[src/verilog/cache_pkg.sv]
package cache_pkg;

	// address and data widths
	localparam int ADDR_W = 16;
	localparam int WORD_W = 16;

	// address split: tag | set index | byte offset
	localparam int TAG_W    = 5;
	localparam int INDEX_W  = 7;
	localparam int OFFSET_W = 4;

	// geometry
	localparam int NUM_SETS        = 128; // one block per set
	localparam int WORDS_PER_BLOCK = 8;
	localparam int WORD_SEL_W      = 3;   // offset[3:1] picks the word

	typedef logic [ADDR_W-1:0]  addr_t;
	typedef logic [WORD_W-1:0]  word_t;
	typedef logic [TAG_W-1:0]   tag_t;
	typedef logic [INDEX_W-1:0] index_t;

	// one metadata entry per set, 6 bits
	typedef struct packed {
		logic valid; // block holds memory contents
		tag_t tag;   // upper address bits of the cached block
	} meta_t;

endpackage

[src/verilog/mem_arbiter.sv]
`timescale 1ns/1ps

module mem_arbiter (
	input  logic             clk,
	input  logic             reset,
	input  logic             i_fill_busy_req,
	input  logic             d_fill_busy_req,
	input  logic             i_finish,
	input  logic             d_finish,
	input  logic             i_mem_read,
	input  logic             d_mem_read,
	input  cache_pkg::addr_t i_mem_addr,
	input  cache_pkg::addr_t d_mem_addr,
	input  logic             d_mem_write,
	input  cache_pkg::word_t d_mem_write_data,
	output logic             i_grant,
	output logic             d_grant,
	output logic             d_write_block,
	output logic             i_mem_data_valid,
	output logic             d_mem_data_valid,
	output logic             mem_read,
	output logic             mem_write,
	output cache_pkg::addr_t mem_addr,
	output cache_pkg::word_t mem_write_data,
	input  logic             mem_data_valid
);
	typedef enum logic [1:0] {
		own_none, // port free
		own_i,    // instruction fill
		own_d     // data fill
	} owner_t;

	owner_t owner;

	always_ff @(posedge clk) begin
		if (reset) begin
			owner <= own_none;
		end else begin
			case (owner)
				own_none: begin
					if (d_fill_busy_req) begin // data side wins a tie
						owner <= own_d;
					end else if (i_fill_busy_req) begin
						owner <= own_i;
					end
				end
				own_i: if (i_finish) owner <= own_none;
				own_d: if (d_finish) owner <= own_none;
				default: owner <= own_none;
			endcase
		end
	end

	// grant shows up in the idle cycle so the fill starts one edge later
	assign d_grant = (owner == own_d) || ((owner == own_none) && d_fill_busy_req);
	assign i_grant = (owner == own_i) ||
		((owner == own_none) && i_fill_busy_req && !d_fill_busy_req);

	assign d_write_block = (owner == own_i); // store would collide with i reads

	assign i_mem_data_valid = mem_data_valid && (owner == own_i);
	assign d_mem_data_valid = mem_data_valid && (owner == own_d);

	assign mem_read       = (owner == own_i) ? i_mem_read : ((owner == own_d) && d_mem_read);
	assign mem_write      = d_mem_write; // already gated by write_block in the cache
	assign mem_addr       = (owner == own_i) ? i_mem_addr : d_mem_addr;
	assign mem_write_data = d_mem_write_data;

endmodule

[config.mk]
export PLATFORM = sky130hd
export DESIGN_NAME = mem_arbiter
export DESIGN_NICKNAME = d
export VERILOG_FILES = /design/src/verilog/cache_pkg.sv /design/src/verilog/mem_arbiter.sv
export SDC_FILE = /design/constraint.sdc
export NUM_CORES = 1
export LEC_CHECK = 0
export BUFFER_PORTS_ARGS = -buffer_cell sky130_fd_sc_hd__buf_2
export CAP_MARGIN = 20
export CELL_PAD_IN_SITES_DETAIL_PLACEMENT = 1
export CELL_PAD_IN_SITES_GLOBAL_PLACEMENT = 1
export CORE_MARGIN = 1
export CORE_UTILIZATION = 15
export DETAILED_ROUTE_END_ITERATION = 10
export GPL_TIMING_DRIVEN = 0
export MAX_ROUTING_LAYER = met4
export PLACE_DENSITY = 0.88
export SLEW_MARGIN = 30
export SYNTH_ARGS = -nofsm -noshare
export SYNTH_HDL_FRONTEND = slang
export SYNTH_SLANG_ARGS = --single-unit
[constraint.sdc]
create_clock -name clk -period 2 [get_ports clk]
set_input_delay 0.2 -clock clk [delete_from_list [all_inputs] [get_ports clk]]
set_output_delay 0.2 -clock clk [all_outputs]
set_load 0.1 [all_outputs]
# After elaboration in Yosys (flattened, before gate mapping)
# Cells that the tools add are included.
[word_totals] ff_bits=2 input_bits=58 output_inout_bits=39 wordCells=24
[classes] n_eq_ne=5 muxes=7 n_reduce_logical=11
[ops] cell="$mux 16" n=1
[ops] cell="$mux 2" n=4
[ops] cell="$logic_and 1x1->1" n=6
[ops] cell="$pmux 2 s3" n=1
[ops] cell="$ne 2x2->1 const B" n=2
[ops] cell="$ne 3x3->1 const B" n=1
[ops] cell="$reduce_and 3->1" n=1
[ops] cell="$eq 2x1->1 const B" n=1
[ops] cell="$eq 2x2->1 const B" n=1
[ops] cell="$logic_not 2->1" n=1
[ops] cell="$logic_or 1x1->1" n=2
[ops] cell="$logic_not 1->1" n=1
[ops] cell="$mux 1" n=1

# Longest topological paths before layout
# Gate-level depths: netlist of run 1.
[depth] ltp_word=4 depth_mapped=4 mapped_depth_nobuf=2

# Worst setup path after synthesis of run 1
# OpenSTA, ideal clock, no wires.
[synth_path] path_kind="register to output" startpoint="reg owner[0]" endpoint="out i_grant" t_arrival_ps=1871 required_ps=1800 setup_slack_ps=-71 path_stages_with_launch=3 n_path_buf=0 path_cell_list="dfxtp_1 inv_1 a21oi_1"
[synth_via] elab_chain_len=4 word_cells_on_any_way=5 cone_classes="eq/ne: 1; reduce/logical: 4"
[synth_rtl] item="from (decl)" line="mem_arbiter.sv:33" text="owner_t owner;"
[synth_rtl] item="from (signal assigned)" line="mem_arbiter.sv:37" text="owner <= own_none;"
[synth_rtl] item="from (signal assigned)" line="mem_arbiter.sv:42" text="owner <= own_d;"
[synth_rtl] item="from (signal assigned)" line="mem_arbiter.sv:44" text="owner <= own_i;"
[synth_rtl] item="$logic_not 2->1" line="mem_arbiter.sv:57" text="((owner == own_none) && i_fill_busy_req && !d_fill_busy_req);"
[synth_rtl] item="$logic_and 1x1->1 (2 in a row)" line="mem_arbiter.sv:57"
[synth_rtl] item="$logic_or 1x1->1 *" line="mem_arbiter.sv:56" text="assign i_grant = (owner == own_i) ||"
[synth_rtl] item="to (decl)" line="mem_arbiter.sv:16" text="output logic i_grant,"
# Every way passes the cells marked *; elsewhere a longest branch is shown, timed or not.

# Final worst setup path of run 1
[layout_path] startpoint="reg owner[0]" endpoint="out mem_addr[8]"
[layout_via] elab_chain_len=2
[layout_rtl] item="$eq 2x1->1" line="mem_arbiter.sv:66" text="assign mem_addr = (owner == own_i) ? i_mem_addr : d_mem_addr;"
[layout_rtl] item="$mux 16" line="mem_arbiter.sv:66"
[layout_rtl] item="to (decl)" line="mem_arbiter.sv:23" text="output cache_pkg::addr_t mem_addr,"
# No other way between the ends.

==> results of run 1 <==
layout make-up:
cell class | instances | area [um2]
Timing Repair Buffer | 79 | 400
Multi-Input combinational cell | 29 | 299
Clock buffer | 3 | 22.5
Inverter | 1 | 3.75
Fill cell | 402 | 2120
Sequential cell | 2 | 40.0
Tap cell | 44 | 55.1
Buffer | 19 | 159
where the power goes:
part	leakage, nW	switching (mW)	total (mW)	internal, mW
Sequential	0.0165	0.00448	0.0477	0.0432
Combinational	0.530	0.429	0.553	0.124
Clock	0.0138	0.0229	0.0891	0.0662
Total	0.561	0.456	0.689	0.233
critical path, stage by stage, from the launching register on:
cell                      delay (ns)
sky130_fd_sc_hd__dfxtp_1        0.41
sky130_fd_sc_hd__nor2b_1        0.19
sky130_fd_sc_hd__buf_6          0.17
sky130_fd_sc_hd__buf_12         0.14
sky130_fd_sc_hd__mux2_4         0.29
sky130_fd_sc_hd__buf_2          0.29
cell families after synthesis:
| kind of cell | after synthesis | synth area share (%) |
|---|---|---|
| muxes | 16 | 41.5 |
| DFF | 2 | 8.04 |
| AOI/OAI and AO/OA | 4 | 6.03 |
| and+or+nand+nor | 9 | 11.8 |
| buffers and inverters | 20 | 32.7 |
synthesized netlist by cell type:
library cell,instances,area share [%]
sky130_fd_sc_hd__a2111oi_0,1,1.8
sky130_fd_sc_hd__a211oi_1,1,1.5
sky130_fd_sc_hd__a21oi_1,1,1.0
sky130_fd_sc_hd__a22o_1,1,1.8
sky130_fd_sc_hd__and2_1,1,1.3
sky130_fd_sc_hd__and2_2,1,1.5
sky130_fd_sc_hd__and2b_2,1,1.8
sky130_fd_sc_hd__buf_12,1,4.0
sky130_fd_sc_hd__buf_4,17,26
sky130_fd_sc_hd__buf_6,1,2.3
sky130_fd_sc_hd__dfxtp_1,2,8.0
sky130_fd_sc_hd__inv_1,1,0.75
sky130_fd_sc_hd__mux2_2,9,20
sky130_fd_sc_hd__mux2_4,7,21
sky130_fd_sc_hd__nand2b_1,1,1.3
sky130_fd_sc_hd__nor2_1,2,1.5
sky130_fd_sc_hd__nor2b_1,1,1.3
sky130_fd_sc_hd__or2b_1,1,1.5
sky130_fd_sc_hd__or3b_1,1,1.8
placed cells by master, fill, tap and decap left out:
| master | n |
|---|---|
| sky130_fd_sc_hd__clkbuf_4 | 5 |
| sky130_fd_sc_hd__inv_1 | 1 |
| sky130_fd_sc_hd__buf_12 | 1 |
| sky130_fd_sc_hd__mux2_4 | 7 |
| sky130_fd_sc_hd__buf_4 | 17 |
| sky130_fd_sc_hd__buf_6 | 1 |
| sky130_fd_sc_hd__a2111oi_0 | 1 |
| sky130_fd_sc_hd__dfxtp_1 | 2 |
| sky130_fd_sc_hd__and2_2 | 1 |
| sky130_fd_sc_hd__nand2b_1 | 1 |
| sky130_fd_sc_hd__or2b_1 | 1 |
| sky130_fd_sc_hd__nor2b_1 | 1 |
| sky130_fd_sc_hd__buf_2 | 77 |
| sky130_fd_sc_hd__a22o_1 | 1 |
| sky130_fd_sc_hd__and2b_2 | 1 |
| sky130_fd_sc_hd__mux2_2 | 9 |
| sky130_fd_sc_hd__a211oi_1 | 1 |
| sky130_fd_sc_hd__nor2_1 | 2 |
| sky130_fd_sc_hd__or3b_1 | 1 |
| sky130_fd_sc_hd__and2_1 | 1 |
| sky130_fd_sc_hd__a21oi_2 | 1 |
timing repair:
action	4_1_cts	5_1_grt
hold buffers	0	0
resized for setup	0	2
setup endpoints to repair	0	2
path summary, 6_finish.rpt:
kind,depth (start not counted),slack (ns),startpoint,to
min,2,0.14,reset,owner[0]
max reg2reg,2,0.97,owner[0],owner[0]
max,5,0.08,owner[0],mem_addr[8]
min reg2reg,1,0.53,owner[1],owner[0]
per-layer routing:
layer / part of all wire, % / vias to the layer above
met5: 0 / -
met4: 0 / 0
met3: 12 / 0
met2: 55 / 49
met1: 32 / 286
li1: - / 322
==> results.ini, run 1 <==
[drt]
detail_route.first_pass.iterations=2
routed_via_density=3.71
detail-route-antenna-nets=0
detail_route.wl_per_cell_um=10.3
drc_errors=0
wl_um=1820
routed-via-count=657
initialDrtViolationCount=11

[pwr]
power_density_mw_per_mm2=704
maximum_vdd_drop_mv=0.197
design_power_total_uw=689
leakage_nw=0.561

[logic_synthesis]
synth_cell_type_count=19
mappedNetlistArea_um2=498
synth-seq-cells=2
synth_area_per_cell_um2=9.76
synth.net_count=109
synth.yosys.seq_area_share_pct=8.04
syn-instance-count=51
yosys_warnings=0

[sta]
slew_limit_headroom_pct=67.2
worst_clock_skew_ns=0.00364
pins_over_slew_limit=0
max_clock_freq_mhz=520
worst_slew_pin_slew_ns=0.495
finalCritPeriodShare_pct=96.1
hold_violations_final=0
rsz0062_at_grt=false
final_critical_path_setup_slack_ns=0.0783
fin_setup_tns_ns=0
timing.final.setup_violations=0
hold-worst-slack_ns=0.145
period_minus_slack_ns=1.92

[worst_hold_path]
hold_path.class=input pin to flop

[place]
place.port_buffers=79
gpl.final_weighted_congestion=0.629
place_inst=174
pre_cts_worst_setup_slack_ns=0.303
postPlaceCellArea_um2=952

[layout]
reg.largest.list=owner x2
layout.nets=193
layoutNonFillerInstCount=177
layout.core_utilization_pct=31.6
insertedDiodeCount=0
registers.top_by_ff_count=owner
largest_reg_flops=2
syn2layout_area_growth_pct=96.7
final_design_area_no_fill_um2=980
drive_above_1_share_pct=90.2

[cts]
post-cts-setup-buffers=0
cts-root-buf=sky130_fd_sc_hd__clkbuf_4
cts.htree.levels=1
clkTransAtPathRegs_ns=0.03
clock_sinks=2
clock_insertion_delay_worst_skew_ns=0.22
cts_bufs_inserted=3
cts_tree=done
clk_path_buf_depth=2

[floorplanning]
die_area_mm2=0.00355
core_mm2=0.00310
die-width_um=59.6
ios=97
rows=20
dieHeight_um=59.6
start_util_pct=16.0

[global_route]
groute.usage.overall_pct=8.85
grt_busiest_layer=met2
grtUsageMet1_pct=7.83
grt_pass1_wl_um=2230
gr-total-overflow=0
grt_max_degree=11
first_global_vias=550
globalRouteMet2Util_pct=17.3
use_met3_pct=2.84
antenna_found_initial=0

[status]
run_status=finished clean

[worst_setup_path]
cp_max_fo=10
criticalPathCategory=flop to output port
worstSetupStartpointType=flop
crit_path_end_kind=output port
cp.required_ns=1.80
cp.arrival_ns=1.72

[job]
drv.max_cap_violation_count=0

Note: power is estimated with default switching activity, not from simulation.
==> run 2: changes to the inputs <==
--- a/config.mk
+++ b/config.mk
@@ -5,7 +5,7 @@
 export SDC_FILE = /design/constraint.sdc
 export NUM_CORES = 1
 export LEC_CHECK = 0
-export BUFFER_PORTS_ARGS = -buffer_cell sky130_fd_sc_hd__buf_2
+export BUFFER_PORTS_ARGS = -buffer_cell sky130_fd_sc_hd__clkbuf_2
 export CAP_MARGIN = 20
 export CELL_PAD_IN_SITES_DETAIL_PLACEMENT = 1
 export CELL_PAD_IN_SITES_GLOBAL_PLACEMENT = 1
==> results.ini, run 2 (synthesis results as in run 1) <==
[sta]
slew_limit_headroom_pct=63.4
hold_violations_final=0
hold-worst-slack_ns=0.153
final_critical_path_setup_slack_ns=0.0958
period_minus_slack_ns=1.90
finalCritPeriodShare_pct=95.2
rsz0062_at_grt=false
timing.final.setup_violations=0
pins_over_slew_limit=0
fin_setup_tns_ns=0
worst_clock_skew_ns=0.000954
max_clock_freq_mhz=525
worst_slew_pin_slew_ns=0.552

[place]
gpl.final_weighted_congestion=0.607
place.port_buffers=79
pre_cts_worst_setup_slack_ns=0.211
postPlaceCellArea_um2=952
detail_placement_hpwl_um=1710
place_inst=174

[worst_setup_path]
criticalPathCategory=flop to output port
worstSetupStartpointType=flop
cp_max_fo=10
cp.required_ns=1.80
crit_path_end_kind=output port
cp.arrival_ns=1.70

[pwr]
combinationalPowerShare_pct=80.5
maximum_vdd_drop_mv=0.343
leakage_nw=0.577
cellInternalPower_uw=236
switching_share_of_power_pct=65.9
power_density_mw_per_mm2=698
design_power_total_uw=693
switching_power_uw=457
share_seq_of_total_power_pct=6.9
power.clock.fraction_pct=12.6

[global_route]
antenna_found_initial=0
first_global_vias=628
groute.usage.overall_pct=9.67
grt_max_degree=11
gr-total-overflow=0
grt_pass1_wl_um=2420

[drt]
routed_via_density=3.88
wl_um=1830
initialDrtViolationCount=6
drc_errors=0
detail_route.first_pass.iterations=2
routed-via-count=686
detail-route-antenna-nets=0
detail_route.wl_per_cell_um=10.4

[cts]
cts.htree.levels=1
clkTransAtPathRegs_ns=0.03
clock_sinks=2
clock_insertion_delay_worst_skew_ns=0.22
cts_tree=done
cts-root-buf=sky130_fd_sc_hd__clkbuf_4
clk_path_buf_depth=2
ctsHoldBuffers=0
cts_bufs_inserted=3

[layout]
largest_reg_flops=2
final_design_area_no_fill_um2=992
layout.core_utilization_pct=32.0
layout.nets=193
most-common-layout-cells=sky130_fd_sc_hd__clkbuf_2 (68), sky130_fd_sc_hd__buf_4 (18), sky130_fd_sc_hd__mux2_2 (9), sky130_fd_sc_hd__clkbuf_4 (9), sky130_fd_sc_hd__mux2_4 (7)
total_area_of_multi_input_combinational_cells_um2=299
registers.top_by_ff_count=owner
drive_above_1_share_pct=90.2
fillCellCount=411
reg.largest.list=owner x2
layoutNonFillerInstCount=177
insertedDiodeCount=0
commonest_non_fill_non_tap_cell_in_the_layout=sky130_fd_sc_hd__clkbuf_2
footprint_of_the_flip_flops_and_latches_um2=40.0
syn2layout_area_growth_pct=99.2

[job]
drv.max_cap_violation_count=0

[floorplanning]
die_area_mm2=0.00355
ios=97
rows=20
core_mm2=0.00310
dieHeight_um=59.6
die-width_um=59.6
start_util_pct=16.0

[worst_hold_path]
hold_path.class=input pin to flop

[status]
run_status=finished clean

-- run 2: cell count changes in the layout (fill, tap and decap cells not counted), sizes merged --
cell and change:
buf -72, clkbuf +72
-- run 2: critical path, stage by stage (launching register included) --
cell and delay, ns:
sky130_fd_sc_hd__dfxtp_1 0.40, sky130_fd_sc_hd__nor2b_1 0.19, sky130_fd_sc_hd__buf_6 0.17, sky130_fd_sc_hd__buf_12 0.15
sky130_fd_sc_hd__mux2_4 0.29, sky130_fd_sc_hd__clkbuf_4 0.28
-- run 2: final timing paths --
check                           startpoint            to  slack, ns  cells past startpoint
worst max-delay path              owner[0]  mem_addr[11]        0.1                      5
worst min-delay path                 reset      owner[0]       0.15                      2
worst max register to register    owner[0]      owner[0]       0.98                      2
worst min register to register    owner[1]      owner[0]       0.53                      1
-- run 2: final cells by class --
| cell class | count | area share, % |
|---|---|---|
| timing repair buffer | 79 | 41.6 |
| multi-input combinational | 29 | 30.1 |
| buffer | 19 | 16.0 |
| tap | 44 | 5.55 |
| sequential | 2 | 4.04 |
| clock buffer | 3 | 2.27 |
| inverter | 1 | 0.378 |
-- run 2: timing repair --
item | 4_1_cts | 5_1_grt
resized for setup | 7 | 5
endpoints found under the setup margin | 7 | 5
setup buffers | 0 | 0
-- run 2: power groups by stage --
stage	sequential [mW]	combinational, mW	clock [mW]
3_5_place_dp	0.0483	0.555	0
5_1_grt	0.0484	0.576	0.0983
3_3_place_gp	0.0481	0.550	0
4_1_cts	0.0478	0.561	0.0923
2_1_floorplan	0.0469	0.468	0
6_report	0.0475	0.558	0.0874
-- run 2: layer usage --
metal | GRT usage (%) | routed length [um] | vias up
met1 | 7.67 | 571 | 310
met2 | 20.2 | 1050 | 51
met4 | 4.98 | 19 | 0
li1 | - | - | 323
met3 | 1.75 | 193 | 2
met5 | - | 0 | -
